**config.mk**
```make
export PLATFORM = sky130hd
export DESIGN_NAME = stepper_ctrl_top
export DESIGN_NICKNAME = d
export VERILOG_FILES = /design/src/stepper_ctrl_pkg.sv /design/src/move_if.sv /design/src/cmd_decoder.sv /design/src/dda_step_gen.sv /design/src/hbridge_phase.sv /design/src/quad_counter.sv /design/src/spi_word_rx.sv /design/src/stepper_ctrl_top.sv
export SDC_FILE = /design/constraint.sdc
export NUM_CORES = 2
export LEC_CHECK = 0
export ABC_AREA = 0
export BUFFER_PORTS_ARGS = -buffer_cell sky130_fd_sc_hd__buf_2
export CAP_MARGIN = 20
export CORE_MARGIN = 1
export CORE_UTILIZATION = 37
export CTS_CLUSTER_SIZE = 10
export DETAILED_ROUTE_END_ITERATION = 10
export SLEW_MARGIN = 20
export SYNTH_ARGS = -nofsm -noshare
export SYNTH_HDL_FRONTEND = slang
export SYNTH_SLANG_ARGS = --single-unit
```
**constraint.sdc**
```tcl
create_clock -name CLK -period 11.2 [get_ports CLK]
set_input_delay 0 -clock CLK [delete_from_list [all_inputs] [get_ports CLK]]
set_output_delay 0 -clock CLK [all_outputs]
set_load 0.01 [all_outputs]
```
**src/stepper_ctrl_pkg.sv**
```systemverilog
package stepper_ctrl_pkg;

  // Width of one SPI word
  localparam int word_bits = 64;

  // Message header codes
  localparam logic [7:0] cmd_move      = 8'h01;
  localparam logic [7:0] cmd_divisor   = 8'h03;
  localparam logic [7:0] cmd_step_mode = 8'h04;
  localparam logic [7:0] cmd_version   = 8'hfe;

  // Subtracted from the DDA accumulator on every step
  localparam logic signed [word_bits-1:0] dda_threshold = 64'sh7fffffffffffff9b;

  // Reported after a version header
  localparam logic [7:0] version_major = 8'd1;
  localparam logic [7:0] version_minor = 8'd2;
  localparam logic [7:0] version_patch = 8'd0;

  // 400 kHz ticks from the 16 MHz board clock
  localparam logic [23:0] default_divisor = 24'd40;

  // One SPI word, seen as a header or as a data word
  typedef union packed {
    struct packed {
      logic [7:0]           header;
      logic [word_bits-9:0] payload;
    } hdr;
    // Move parameters, signed
    logic signed [word_bits-1:0] data;
  } cmd_word_u;

endpackage

```
**src/move_if.sv**
```systemverilog
`timescale 1ns/1ns

interface move_if;
  import stepper_ctrl_pkg::*;

  // Queue non-empty
  logic                        avail;
  // Removes the head, one cycle
  logic                        pop;
  // Head of the queue
  logic                        dir;
  logic [word_bits-1:0]        duration;
  logic signed [word_bits-1:0] increment;
  logic signed [word_bits-1:0] incr_incr;

  modport producer (output avail, dir, duration, increment, incr_incr, input pop);
  modport consumer (input avail, dir, duration, increment, incr_incr, output pop);

endinterface

```
**src/cmd_decoder.sv**
```systemverilog
`timescale 1ns/1ns

module cmd_decoder #(
  parameter int MOVE_DEPTH = 4
) (
  input  logic                                        CLK,
  input  logic                                        reset,
  input  logic                                        word_strobe,
  input  logic [stepper_ctrl_pkg::word_bits-1:0]        word_data,
  input  logic signed [stepper_ctrl_pkg::word_bits-1:0] enc_count,
  output logic [stepper_ctrl_pkg::word_bits-1:0]        reply_data,
  output logic [23:0]                                 clock_divisor,
  output logic                                        half_step,
  move_if.producer                                    mv
);
  import stepper_ctrl_pkg::*;

  localparam int ptr_bits = $clog2(MOVE_DEPTH);

  // Message position
  localparam logic [2:0] st_header    = 3'd0;
  localparam logic [2:0] st_duration  = 3'd1;
  localparam logic [2:0] st_increment = 3'd2;
  localparam logic [2:0] st_incr_incr = 3'd3;
  localparam logic [2:0] st_skip      = 3'd4;

  cmd_word_u                   cmd_word;
  logic [2:0]                  msg_state;
  logic                        push;
  logic                        full;
  logic [ptr_bits:0]           wr_ptr;
  logic [ptr_bits:0]           rd_ptr;
  // Move being assembled
  logic                        stage_dir;
  logic [word_bits-1:0]        stage_duration;
  logic signed [word_bits-1:0] stage_increment;
  // Move queue storage
  logic                        q_dir       [MOVE_DEPTH];
  logic [word_bits-1:0]        q_duration  [MOVE_DEPTH];
  logic signed [word_bits-1:0] q_increment [MOVE_DEPTH];
  logic signed [word_bits-1:0] q_incr_incr [MOVE_DEPTH];

  assign cmd_word = word_data;

  // Third data word completes the move
  assign push = word_strobe && (msg_state == st_incr_incr);
  // Pointers carry one wrap bit
  assign full = (wr_ptr[ptr_bits] != rd_ptr[ptr_bits]) &&
                (wr_ptr[ptr_bits-1:0] == rd_ptr[ptr_bits-1:0]);

  assign mv.avail     = (wr_ptr != rd_ptr);
  assign mv.dir       = q_dir[rd_ptr[ptr_bits-1:0]];
  assign mv.duration  = q_duration[rd_ptr[ptr_bits-1:0]];
  assign mv.increment = q_increment[rd_ptr[ptr_bits-1:0]];
  assign mv.incr_incr = q_incr_incr[rd_ptr[ptr_bits-1:0]];

  always_ff @(posedge CLK) begin
    if (reset) begin
      msg_state     <= st_header;
      clock_divisor <= default_divisor;
      half_step     <= 1'b0;
      reply_data    <= '0;
    end else if (word_strobe) begin
      // Default reply is the encoder count at this word
      reply_data <= enc_count;
      case (msg_state)
        st_header: begin
          case (cmd_word.hdr.header)
            cmd_move:      msg_state <= st_duration;
            cmd_divisor:   clock_divisor <= cmd_word.hdr.payload[23:0];
            cmd_step_mode: half_step <= cmd_word.hdr.payload[0];
            cmd_version: begin
              reply_data <= {{(word_bits-24){1'b0}}, version_major, version_minor,
                             version_patch};
              msg_state  <= st_skip;
            end
            default: ;
          endcase
        end
        st_duration:  msg_state <= st_increment;
        st_increment: msg_state <= st_incr_incr;
        // Incr_incr word, or the word after a version header
        default:      msg_state <= st_header;
      endcase
    end
  end

  always_ff @(posedge CLK) begin
    if (reset) begin
      wr_ptr <= '0;
      rd_ptr <= '0;
    end else begin
      if (push) begin
        wr_ptr <= wr_ptr + 1'b1;
      end
      if (mv.pop) begin
        rd_ptr <= rd_ptr + 1'b1;
      end
    end
  end

  always_ff @(posedge CLK) begin
    if (word_strobe && msg_state == st_header && cmd_word.hdr.header == cmd_move) begin
      // Direction rides in the header word
      stage_dir <= cmd_word.hdr.payload[0];
    end
    if (word_strobe && msg_state == st_duration) begin
      stage_duration <= cmd_word.data;
    end
    if (word_strobe && msg_state == st_increment) begin
      stage_increment <= cmd_word.data;
    end
    if (push) begin
      q_dir[wr_ptr[ptr_bits-1:0]]       <= stage_dir;
      q_duration[wr_ptr[ptr_bits-1:0]]  <= stage_duration;
      q_increment[wr_ptr[ptr_bits-1:0]] <= stage_increment;
      q_incr_incr[wr_ptr[ptr_bits-1:0]] <= cmd_word.data;
    end
  end

  // Host must not overrun the queue
  a_no_push_full : assert property (@(posedge CLK) disable iff (reset) push |-> !full);
  // Step generator only pops a queued move
  a_no_pop_empty : assert property (@(posedge CLK) disable iff (reset) mv.pop |-> mv.avail);

endmodule

```
**src/dda_step_gen.sv**
```systemverilog
`timescale 1ns/1ns

module dda_step_gen (
  input  logic        CLK,
  input  logic        reset,
  input  logic [23:0] clock_divisor,
  move_if.consumer    mv,
  output logic        step,
  output logic        dir
);
  import stepper_ctrl_pkg::*;

  logic                        busy;
  logic                        first_tick;
  logic                        tick;
  logic [23:0]                 div_cnt;
  logic [word_bits-1:0]        ticks_left;
  logic signed [word_bits-1:0] incr_r;
  logic signed [word_bits-1:0] cur_incr_incr;
  logic signed [word_bits-1:0] accum;
  logic signed [word_bits-1:0] incr_next;
  logic signed [word_bits-1:0] accum_sum;

  assign tick = busy && (div_cnt == clock_divisor - 24'd1);

  // Initial increment on the first tick, then ramp
  assign incr_next = first_tick ? incr_r : incr_r + cur_incr_incr;
  assign accum_sum = accum + incr_next;

  always_ff @(posedge CLK) begin
    if (reset) begin
      busy       <= 1'b0;
      first_tick <= 1'b0;
      mv.pop     <= 1'b0;
      step       <= 1'b0;
      dir        <= 1'b0;
      div_cnt    <= '0;
      ticks_left <= '0;
      accum      <= '0;
    end else begin
      mv.pop <= 1'b0;
      step   <= 1'b0;
      // Latch the head while pop is high
      if (mv.pop) begin
        busy       <= (mv.duration != '0);
        first_tick <= 1'b1;
        dir        <= mv.dir;
        ticks_left <= mv.duration;
        div_cnt    <= '0;
      end else if (!busy && mv.avail) begin
        mv.pop <= 1'b1;
      end
      if (busy) begin
        if (tick) begin
          div_cnt    <= '0;
          first_tick <= 1'b0;
          ticks_left <= ticks_left - 1'b1;
          // Last tick of this move
          if (ticks_left == 1) begin
            busy <= 1'b0;
          end
          // Accumulator carries over between moves
          if (accum_sum > 0) begin
            step  <= 1'b1;
            accum <= accum_sum - dda_threshold;
          end else begin
            accum <= accum_sum;
          end
        end else begin
          div_cnt <= div_cnt + 24'd1;
        end
      end
    end
  end

  always_ff @(posedge CLK) begin
    if (mv.pop) begin
      incr_r        <= mv.increment;
      cur_incr_incr <= mv.incr_incr;
    end else if (tick) begin
      incr_r <= incr_next;
    end
  end

  a_step_one_cycle : assert property (@(posedge CLK) disable iff (reset) step |=> !step);

endmodule

```
**src/hbridge_phase.sv**
```systemverilog
`timescale 1ns/1ns

module hbridge_phase (
  input  logic CLK,
  input  logic reset,
  input  logic step,
  input  logic dir,
  input  logic half_step,
  output logic phase_a1,
  output logic phase_a2,
  output logic phase_b1,
  output logic phase_b2
);

  logic [2:0] idx;
  logic [2:0] delta;

  // Full step skips the single-coil states
  assign delta = half_step ? 3'd1 : 3'd2;

  always_ff @(posedge CLK) begin
    if (reset) begin
      idx <= 3'd0;
    end else if (step) begin
      idx <= dir ? idx + delta : idx - delta;
    end
  end

  // Eight-state half-step table, {a1, a2, b1, b2}
  always_comb begin
    case (idx)
      3'd0:    {phase_a1, phase_a2, phase_b1, phase_b2} = 4'b1010;
      3'd1:    {phase_a1, phase_a2, phase_b1, phase_b2} = 4'b0010;
      3'd2:    {phase_a1, phase_a2, phase_b1, phase_b2} = 4'b0110;
      3'd3:    {phase_a1, phase_a2, phase_b1, phase_b2} = 4'b0100;
      3'd4:    {phase_a1, phase_a2, phase_b1, phase_b2} = 4'b0101;
      3'd5:    {phase_a1, phase_a2, phase_b1, phase_b2} = 4'b0001;
      3'd6:    {phase_a1, phase_a2, phase_b1, phase_b2} = 4'b1001;
      default: {phase_a1, phase_a2, phase_b1, phase_b2} = 4'b1000;
    endcase
  end

endmodule

```
**src/quad_counter.sv**
```systemverilog
`timescale 1ns/1ns

module quad_counter (
  input  logic               CLK,
  input  logic               reset,
  input  logic               enc_a,
  input  logic               enc_b,
  output logic signed [63:0] count,
  output logic               fault
);

  logic [1:0] a_r;
  logic [1:0] b_r;
  // Previous synchronized {A, B}
  logic [1:0] prev_ab;
  logic [1:0] cur_ab;
  logic [1:0] changed;
  logic       count_up;

  assign cur_ab  = {a_r[1], b_r[1]};
  assign changed = cur_ab ^ prev_ab;
  // A leading B, new A differs from old B
  assign count_up = cur_ab[1] ^ prev_ab[0];

  always_ff @(posedge CLK) begin
    if (reset) begin
      a_r     <= '0;
      b_r     <= '0;
      prev_ab <= '0;
      count   <= '0;
      fault   <= 1'b0;
    end else begin
      a_r     <= {a_r[0], enc_a};
      b_r     <= {b_r[0], enc_b};
      prev_ab <= cur_ab;
      if (changed == 2'b01 || changed == 2'b10) begin
        count <= count_up ? count + 64'sd1 : count - 64'sd1;
      end
      // Both edges at once, position lost, sticky
      if (changed == 2'b11) begin
        fault <= 1'b1;
      end
    end
  end

endmodule

```
**src/spi_word_rx.sv**
```systemverilog
`timescale 1ns/1ns

module spi_word_rx (
  input  logic                                 CLK,
  input  logic                                 reset,
  input  logic                                 sck,
  input  logic                                 cs_n,
  input  logic                                 copi,
  output logic                                 cipo,
  output logic                                 word_strobe,
  output logic [stepper_ctrl_pkg::word_bits-1:0] word_data,
  input  logic [stepper_ctrl_pkg::word_bits-1:0] reply_data
);
  import stepper_ctrl_pkg::*;

  // Two sync stages plus history for edge detection
  logic [2:0]           sck_r;
  logic [3:0]           cs_r;
  logic [1:0]           copi_r;
  logic                 in_frame;
  logic                 sck_rise;
  logic                 sck_fall;
  logic                 frame_start;
  logic                 frame_end;
  logic [word_bits-1:0] rx_shift;
  logic [word_bits-1:0] tx_shift;

  assign in_frame    = ~cs_r[1];
  assign sck_rise    = sck_r[1] & ~sck_r[2];
  assign sck_fall    = ~sck_r[1] & sck_r[2];
  assign frame_start = ~cs_r[1] & cs_r[2];
  // One extra stage on cs_n so the word is fully shifted in
  assign frame_end   = cs_r[2] & ~cs_r[3];

  // MSB first
  assign cipo = tx_shift[word_bits-1];

  always_ff @(posedge CLK) begin
    if (reset) begin
      sck_r       <= '0;
      cs_r        <= '1;
      copi_r      <= '0;
      word_strobe <= 1'b0;
    end else begin
      sck_r       <= {sck_r[1:0], sck};
      cs_r        <= {cs_r[2:0], cs_n};
      copi_r      <= {copi_r[0], copi};
      word_strobe <= frame_end;
    end
  end

  always_ff @(posedge CLK) begin
    // Mode 0, sample on rising SCK
    if (sck_rise && in_frame) begin
      rx_shift <= {rx_shift[word_bits-2:0], copi_r[1]};
    end
    // Reply is loaded as the frame opens, then shifted on falling SCK
    if (frame_start) begin
      tx_shift <= reply_data;
    end else if (sck_fall && in_frame) begin
      tx_shift <= {tx_shift[word_bits-2:0], 1'b0};
    end
    if (frame_end) begin
      word_data <= rx_shift;
    end
  end

  // Frames are far longer than one cycle
  a_strobe_single : assert property (@(posedge CLK) disable iff (reset)
    word_strobe |=> !word_strobe);

endmodule

```
**src/stepper_ctrl_top.sv**
```systemverilog
`timescale 1ns/1ns

module stepper_ctrl_top #(
  parameter int MOVE_DEPTH = 4
) (
  input  logic CLK,
  input  logic reset,
  input  logic sck,
  input  logic cs_n,
  input  logic copi,
  input  logic enc_a,
  input  logic enc_b,
  output logic cipo,
  output logic step,
  output logic dir,
  output logic phase_a1,
  output logic phase_a2,
  output logic phase_b1,
  output logic phase_b2,
  output logic enc_fault
);
  import stepper_ctrl_pkg::*;

  logic                        word_strobe;
  logic [word_bits-1:0]        word_data;
  logic [word_bits-1:0]        reply_data;
  logic [23:0]                 clock_divisor;
  logic                        half_step;
  logic signed [word_bits-1:0] enc_count;

  // Queue head from decoder to step generator
  move_if mv ();

  spi_word_rx u_spi (
    .CLK         (CLK),
    .reset       (reset),
    .sck         (sck),
    .cs_n        (cs_n),
    .copi        (copi),
    .cipo        (cipo),
    .word_strobe (word_strobe),
    .word_data   (word_data),
    .reply_data  (reply_data)
  );

  cmd_decoder #(
    .MOVE_DEPTH (MOVE_DEPTH)
  ) u_dec (
    .CLK           (CLK),
    .reset         (reset),
    .word_strobe   (word_strobe),
    .word_data     (word_data),
    .enc_count     (enc_count),
    .reply_data    (reply_data),
    .clock_divisor (clock_divisor),
    .half_step     (half_step),
    .mv            (mv.producer)
  );

  dda_step_gen u_dda (
    .CLK           (CLK),
    .reset         (reset),
    .clock_divisor (clock_divisor),
    .mv            (mv.consumer),
    .step          (step),
    .dir           (dir)
  );

  hbridge_phase u_phase (
    .CLK       (CLK),
    .reset     (reset),
    .step      (step),
    .dir       (dir),
    .half_step (half_step),
    .phase_a1  (phase_a1),
    .phase_a2  (phase_a2),
    .phase_b1  (phase_b1),
    .phase_b2  (phase_b2)
  );

  quad_counter u_enc (
    .CLK   (CLK),
    .reset (reset),
    .enc_a (enc_a),
    .enc_b (enc_b),
    .count (enc_count),
    .fault (enc_fault)
  );

endmodule

```
Word level (Yosys, flattened, before mapping)
Memories as Yosys holds them, arrays and structs flattened. A register that Yosys moved wholly into a read port is not among the register bits.
Index checks and enable logic that the tools add are counted.
W data, S select, Z words.
{"block": "word_totals", "reg_bits": 723, "latchBits": 0, "ram_bits": 772, "mem_bits_ro": 0, "inputBits": 7, "out_inout_bits": 8, "wordCells": 144, "memories": 4}
{"name": "u_dec.q_duration", "depth": 4, "word_bits": 64, "read_ports": 1, "rd_ports_with_merged_regs": 1, "write_ports": 1, "line": "cmd_decoder.sv:39", "source": "logic [word_bits-1:0] q_duration [MOVE_DEPTH];"}
{"name": "u_dec.q_incr_incr", "depth": 4, "word_bits": 64, "read_ports": 1, "rd_ports_with_merged_regs": 1, "write_ports": 1, "line": "cmd_decoder.sv:41", "source": "logic signed [word_bits-1:0] q_incr_incr [MOVE_DEPTH];"}
{"name": "u_dec.q_increment", "depth": 4, "word_bits": 64, "read_ports": 1, "rd_ports_with_merged_regs": 1, "write_ports": 1, "line": "cmd_decoder.sv:40", "source": "logic signed [word_bits-1:0] q_increment [MOVE_DEPTH];"}
{"name": "u_dec.q_dir", "depth": 4, "word_bits": 1, "read_ports": 1, "rd_ports_with_merged_regs": 1, "write_ports": 1, "line": "cmd_decoder.sv:38", "source": "logic q_dir [MOVE_DEPTH];"}
{"block": "classes", "n_addsub": 12, "n_mul": 0, "div": 0, "order_cmp": 1, "eq_ne": 20, "n_shift": 0, "mux": 38, "bitwise_logic": 12, "n_reduce_logical": 27}
{"op": "$mux W64", "count": 12}
{"op": "$add A64 B64 Y64", "count": 2}
{"op": "$mux W24", "count": 3}
{"op": "$add A64 B2 Y64 const B", "count": 1}
{"op": "$eq A64 B1 Y1 const B", "count": 1}
{"op": "$gt A64 B1 Y1 const B", "count": 1}
{"op": "$reduce_bool A64 Y1", "count": 1}
{"op": "$sub A64 B1 Y64 const B", "count": 1}
{"op": "$sub A64 B2 Y64 const B", "count": 1}
{"op": "$sub A64 B64 Y64 const B", "count": 1}
{"op": "$add A24 B1 Y24 const B", "count": 1}
{"op": "$eq A24 B24 Y1", "count": 1}
{"op": "$sub A24 B1 Y24 const B", "count": 1}
{"op": "$mux W1", "count": 15}
{"op": "$eq A3 B2 Y1 const B", "count": 4}
{"op": "$reduce_or A3 Y1", "count": 4}
{"op": "$mux W2", "count": 5}
{"op": "$eq A3 B3 Y1 const B", "count": 3}
{"op": "$logic_and A1 B1 Y1", "count": 9}
{"op": "$pmux W3 S3", "count": 1}
{"op": "$eq A8 B1 Y1 const B", "count": 1}
{"op": "$eq A8 B2 Y1 const B", "count": 1}
{"op": "$eq A8 B3 Y1 const B", "count": 1}
{"op": "$eq A8 B8 Y1 const B", "count": 1}
{"op": "22 further kinds", "count": 38}

Longest topological paths before layout
{"block": "logic_depth", "ltp_word": 5, "mapped_depth": 33, "depth_no_buf": 30}

Hierarchy
From an unflattened synthesis, not the netlist that was laid out.
{"block": "unflattened", "cells_unflattened": 5641, "area_unflattened_um2": 72752.3}
{"mod": "cmd_decoder", "n_inst": 1, "cells_each": 1531, "area_per_inst_um2": 35595.4, "seq_area_each_um2": 29057.9}
{"mod": "dda_step_gen", "n_inst": 1, "cells_each": 2866, "area_per_inst_um2": 23293.6, "seq_area_each_um2": 6986.7}
{"mod": "spi_word_rx", "n_inst": 1, "cells_each": 290, "area_per_inst_um2": 7145.6, "seq_area_each_um2": 5965.7}
{"mod": "quad_counter", "n_inst": 1, "cells_each": 934, "area_per_inst_um2": 6522.5, "seq_area_each_um2": 1421.4}
{"mod": "hbridge_phase", "n_inst": 1, "cells_each": 20, "area_per_inst_um2": 195.2, "seq_area_each_um2": 60.1}

Worst setup path before layout
No wires, ideal clock.
{"block": "synth_path", "path_type": "flip-flop to flip-flop", "start": "register u_dda.incr_r[15]", "end": "register u_dda.accum[62]", "arrival_time_ns": 6.598, "required_ns": 11.077, "path_slack_ns": 4.479, "stages_incl_launch_ff": 31, "n_path_buf": 2, "period_less_slack_ns": 6.721, "path_cell_list": "edfxtp_1 > ha_1 > clkbuf_1 > a21oi_1 > nand2_1 > a221o_1 > a21oi_1 > a21oi_1 > a311oi_1 > nand2b_1 > o21bai_1 > a21o_1 > a21o_1 > a31oi_1 > xor2_1 > o21ai_0 > ha_1 > nand4_1 > nor3_1 > a31oi_2 > nor3_2 > o31ai_1 > a311oi_4 > nor4b_4 > and4_1 > buf_4 > or4b_1 > or2_4 > nor4_4 > xnor2_1 > o21ai_1"}
{"block": "synth_between", "elab_chain_len": 5}
{"element": "start: declaration", "line": "dda_step_gen.sv:18", "source": "logic signed [word_bits-1:0] incr_r;"}
{"element": "start signal: assignment", "line": "dda_step_gen.sv:78", "source": "incr_r <= mv.increment;"}
{"element": "start signal: assignment", "line": "dda_step_gen.sv:81", "source": "incr_r <= incr_next;"}
{"element": "$add A64 B64 Y64", "line": "dda_step_gen.sv:27", "source": "assign incr_next = first_tick ? incr_r : incr_r + cur_incr_incr;"}
{"element": "$mux W64 *", "line": "dda_step_gen.sv:27"}
{"element": "$add A64 B64 Y64 *", "line": "dda_step_gen.sv:28", "source": "assign accum_sum = accum + incr_next;"}
{"element": "$sub A64 B64 Y64 / $gt A64 B1 Y1 (equally long branches)", "line": "dda_step_gen.sv:65, dda_step_gen.sv:63"}
{"element": "$mux W64 *", "line": "dda_step_gen.sv:63", "source": "if (accum_sum > 0) begin"}
{"element": "end signal: assignment", "line": "dda_step_gen.sv:65", "source": "accum <= accum_sum - dda_threshold;"}
{"element": "end signal: assignment", "line": "dda_step_gen.sv:67", "source": "accum <= accum_sum;"}
{"element": "end: declaration", "line": "dda_step_gen.sv:20", "source": "logic signed [word_bits-1:0] accum;"}
Every way passes the cells marked *; elsewhere a longest branch is shown, timed or not.
A chain may end at the register's enable or synchronous reset.

Worst setup path after layout
{"block": "layout_path", "start": "register u_dda.incr_r[0]", "end": "register u_dda.accum[19]"}
The elaborated chain is that of the path after synthesis.

==> out/results.tsv <==
stage	metric	value	unit
power_and_ir_drop	internal cell power	10.24	mW
placement	Post-DP Area	74310	um2
critical_path	crit path kind	flip-flop to flip-flop	
min_path	Hold Crit Depth	3	
placement	post-DP HPWL	122300	um
global_routing	pin count of the biggest net entering global routing	114	
min_path	Hold Startpoint	reset	
yosys	Synth Cell Area	71450	um2
yosys	Avg Cell Area, Syn	13.09	um2
route	routed length per instance	22.41	um
yosys	Yosys Warn Count	0	
flow_run	Max Cap Viol	0	
power_and_ir_drop	Peak VDD IR	170.7	uV
route	WL final	182200	um
yosys	Synth Net Count	5678	
floorplan	die area	194900	um2
yosys	synthesized instance count	5457	
run_status	status	complete, no violations	
yosys	post-synth cell types	113	
critical_path	CP peak stage delay	0.89	ns
timing	Final Cycle Share	81.46	%
clock_tree	Root Buffer	clkbuf_16	
placement	Port Buf Inserts	14	
placement	RD Place Congestion	0.9563	
cells_and_area	Final nets	5706	
clock_tree	CTS tree	yes	
timing	post-layout min period	9.124	ns
critical_path	Worst Reg-to-Reg Cells	29	
critical_path	Worst R2R Setup Slack	2.08	ns
clock_tree	CTS buffer count	181	
floorplan	Cell Rows	160	
global_routing	gr ovfl total	0	
critical_path	Worst Setup End Kind	flip-flop	
critical_path	Worst EP arrival	9.84	ns
floorplan	core area	191000	um2
timing	final hold vios	0	
power_and_ir_drop	total leakage power	26.80	nW
cells_and_area	share of cells above drive strength 1	12.54	%
power_and_ir_drop	clock power share	40.3	%
route	number of vias in the routed layout	45170	
critical_path	CP Data Required Time	11.92	ns
yosys	prevailing post-synth register cell	edfxtp_1	
yosys	register area share after synthesis	60.87	%
global_routing	initial antenna violation count	6	
clock_tree	H-Tree Depth	4	
cells_and_area	final core occ	41.86	%
critical_path	Buf+Inv Stages, Crit Path	2	
power_and_ir_drop	Comb power frac	12.8	%
floorplan	chip width	441.4	um
clock_tree	CTS Sinks	1562	
critical_path	worst-path fanout max	20	
power_and_ir_drop	total power	13.62	mW
yosys	most common cell in the synthesized netlist	edfxtp_1	
power_and_ir_drop	NetSw	3.386	mW
yosys	Post-synth ARST share	0	%
min_path	hold endpoint	u_spi.sck_r[1]	
clock_tree	Worst-path clk slew	0.06	ns
critical_path	CP delay by family, top	compound AO/OA/AOI/OAI gates	
timing	Sum Neg Setup Slack	0	ns
route	Final ANT Viol Nets	0	
yosys	Synth area leader	edfxtp_1	
yosys	area share of the largest cell type after synthesis	51.32	%
critical_path	worst r2r src	u_dda.incr_r[0]	
clock_tree	clk_lat worst skew	0.81	ns
cells_and_area	Area Overhead vs Synth	11.89	%
route	Residual DRC	0	
clock_tree	Longest Clk Path Bufs	3	
timing	RSZ-0062 raised after global routing	false	
timing	Setup violations, final	0	
critical_path	worst r2r dst	u_dda.accum[19]	
power_and_ir_drop	Sequential Power Share	46.9	%
timing	Worst Max-Slew Pin Slew	1.054	ns
route	Pre-antenna DRT Iters	5	
floorplan	Die Y	441.4	um
power_and_ir_drop	Switching Share	24.86	%
floorplan	Initial Util	37.41	%
yosys	Post-synth EDFFs	1221	
timing	Worst Skew	0.04827	ns
min_path	Tightest Hold Check Type	input pin to flip-flop	
timing	max-slew violation count	0	
timing	max_slew headroom	28.59	%
global_routing	vias in the first global route	44070	
timing	Fin Hold WS	0.2261	ns
global_routing	GR Util All Layers	18.58	%
critical_path	CP max stage cell	o21ai_2	
global_routing	first-pass GRT wire length	276400	um
power_and_ir_drop	Pwr Density	170.4	nW/um2
timing	Max Fclk	0.1096	GHz
floorplan	I/O pin count	15	
critical_path	startpoint types	flip-flop	
route	DR vias/cell	5.555	
yosys	top cells by area, synth	edfxtp_1 51%, dfxtp_1 9.6%, mux4_2 6.1%, ha_1 3.7%, nand2_1 2.2%	
yosys	Post-synth top cells	1221 x edfxtp_1, 428 x nand2_1, 427 x nor2_1	
yosys	Yosys reg bits	1562	
route	detailed router's first-iteration violation count	3586	
cells_and_area	post-layout instance area	79940	um2
-- power groups by stage --
stage | Combinational [mW] | Clock (mW) | Sequential [mW]
after floorplan | 1.43 | 0 | 6.48
after global placement | 1.72 | 0 | 6.51
after detailed placement | 1.72 | 0 | 6.52
after CTS | 1.74 | 5.62 | 6.39
after global routing | 1.96 | 5.84 | 6.41
final | 1.74 | 5.49 | 6.39
-- through the flow --
step	setup slack, ns	cells
after global placement	2.378	7796
final	2.076	8130
after floorplan	4.479	5457
after global routing	1.639	8128
after detailed placement	2.326	7797
after CTS	2.287	8127
-- routing by layer --
layer / up-vias / global-route usage, % / share of wire (%)
li1: 20960 / - / -
met1: 22720 / 25.73 / 46
met2: 1228 / 30.26 / 47
met3: 259 / 2.690 / 4.9
met4: 0 / 5.389 / 2.5
met5: - / 0 / 0
-- kinds of logic (layout without fill, tap and decap cells) --
group           count (synthesis)  count (layout)  share of synthesized area [%]
compound gates               1126            1126                          10.05
flops                        1562            1562                          60.87
mux                           441             441                          9.770
other cells                     0               3                              0
xor+xnor                      279             279                          3.439
fa+ha+maj                     214             214                          3.790
buf+inv                       325             484                          1.802
simple gates                 1510            1510                          10.28
-- cell usage in the layout, fill, tap and decap left out, types with 121 or more instances in the layout --
cell	Yosys	layout
a21o_1	123	123
a21oi_1	317	317
clkbuf_16	0	182
dfxtp_1	341	334
edfxtp_1	1221	1221
ha_1	210	209
mux2_2	121	121
mux2i_1	127	127
mux4_2	193	193
nand2_1	428	427
nor2_1	427	422
o21ai_0	271	271
xnor2_1	166	166
-- timing repair --
item | 4_1_cts | 5_1_grt
setup buffers | 0 | 0
resized for setup | 0 | 0
hold buffers | 16 | 0
setup endpoints to repair | 0 | 0
endpoints found under the hold margin | 41 | 0
-- area by class of cell --
| cell class | count | area, um2 |
|---|---|---|
| tap | 2511 | 3142 |
| timing repair buffer | 85 | 705.7 |
| clock buffer | 286 | 4975 |
| antenna | 3 | 7.507 |
| sequential | 1562 | 43520 |
| inverter | 85 | 320.3 |
| clock inverter | 28 | 480.5 |
| fill | 17520 | 111000 |
| multi-input combinational | 3570 | 26790 |
-- worst max path at each step --
| stage | from | end | slack [ns] | depth (start not counted) |
|---|---|---|---|---|
| 6_report | u_dda.incr_r[0] | u_dda.accum[19] | 2.08 | 29 |
| 5_1_grt | u_dda.incr_r[0] | u_dda.accum[19] | 1.64 | 29 |
| 4_1_cts | u_dda.incr_r[0] | u_dda.accum[19] | 2.29 | 29 |
| 3_5_place_dp | u_dda.cur_incr_incr[1] | u_dda.accum[19] | 2.33 | 28 |
| 3_3_place_gp | u_dda.cur_incr_incr[1] | u_dda.accum[60] | 2.38 | 28 |
| 2_1_floorplan | u_dda.incr_r[15] | u_dda.accum[62] | 4.48 | 30 |
-- worst register-to-register path, delay by kind of cell, from the launching register on --
kind / cells / cell delay, ns
compound gates: 15 / 5.30
xor+xnor: 2 / 0.43
fa+ha+maj: 3 / 0.97
buf+inv: 2 / 0.17
flops: 1 / 0.34
simple gates: 7 / 1.82
Note: power is estimated with default switching activity, not from simulation.
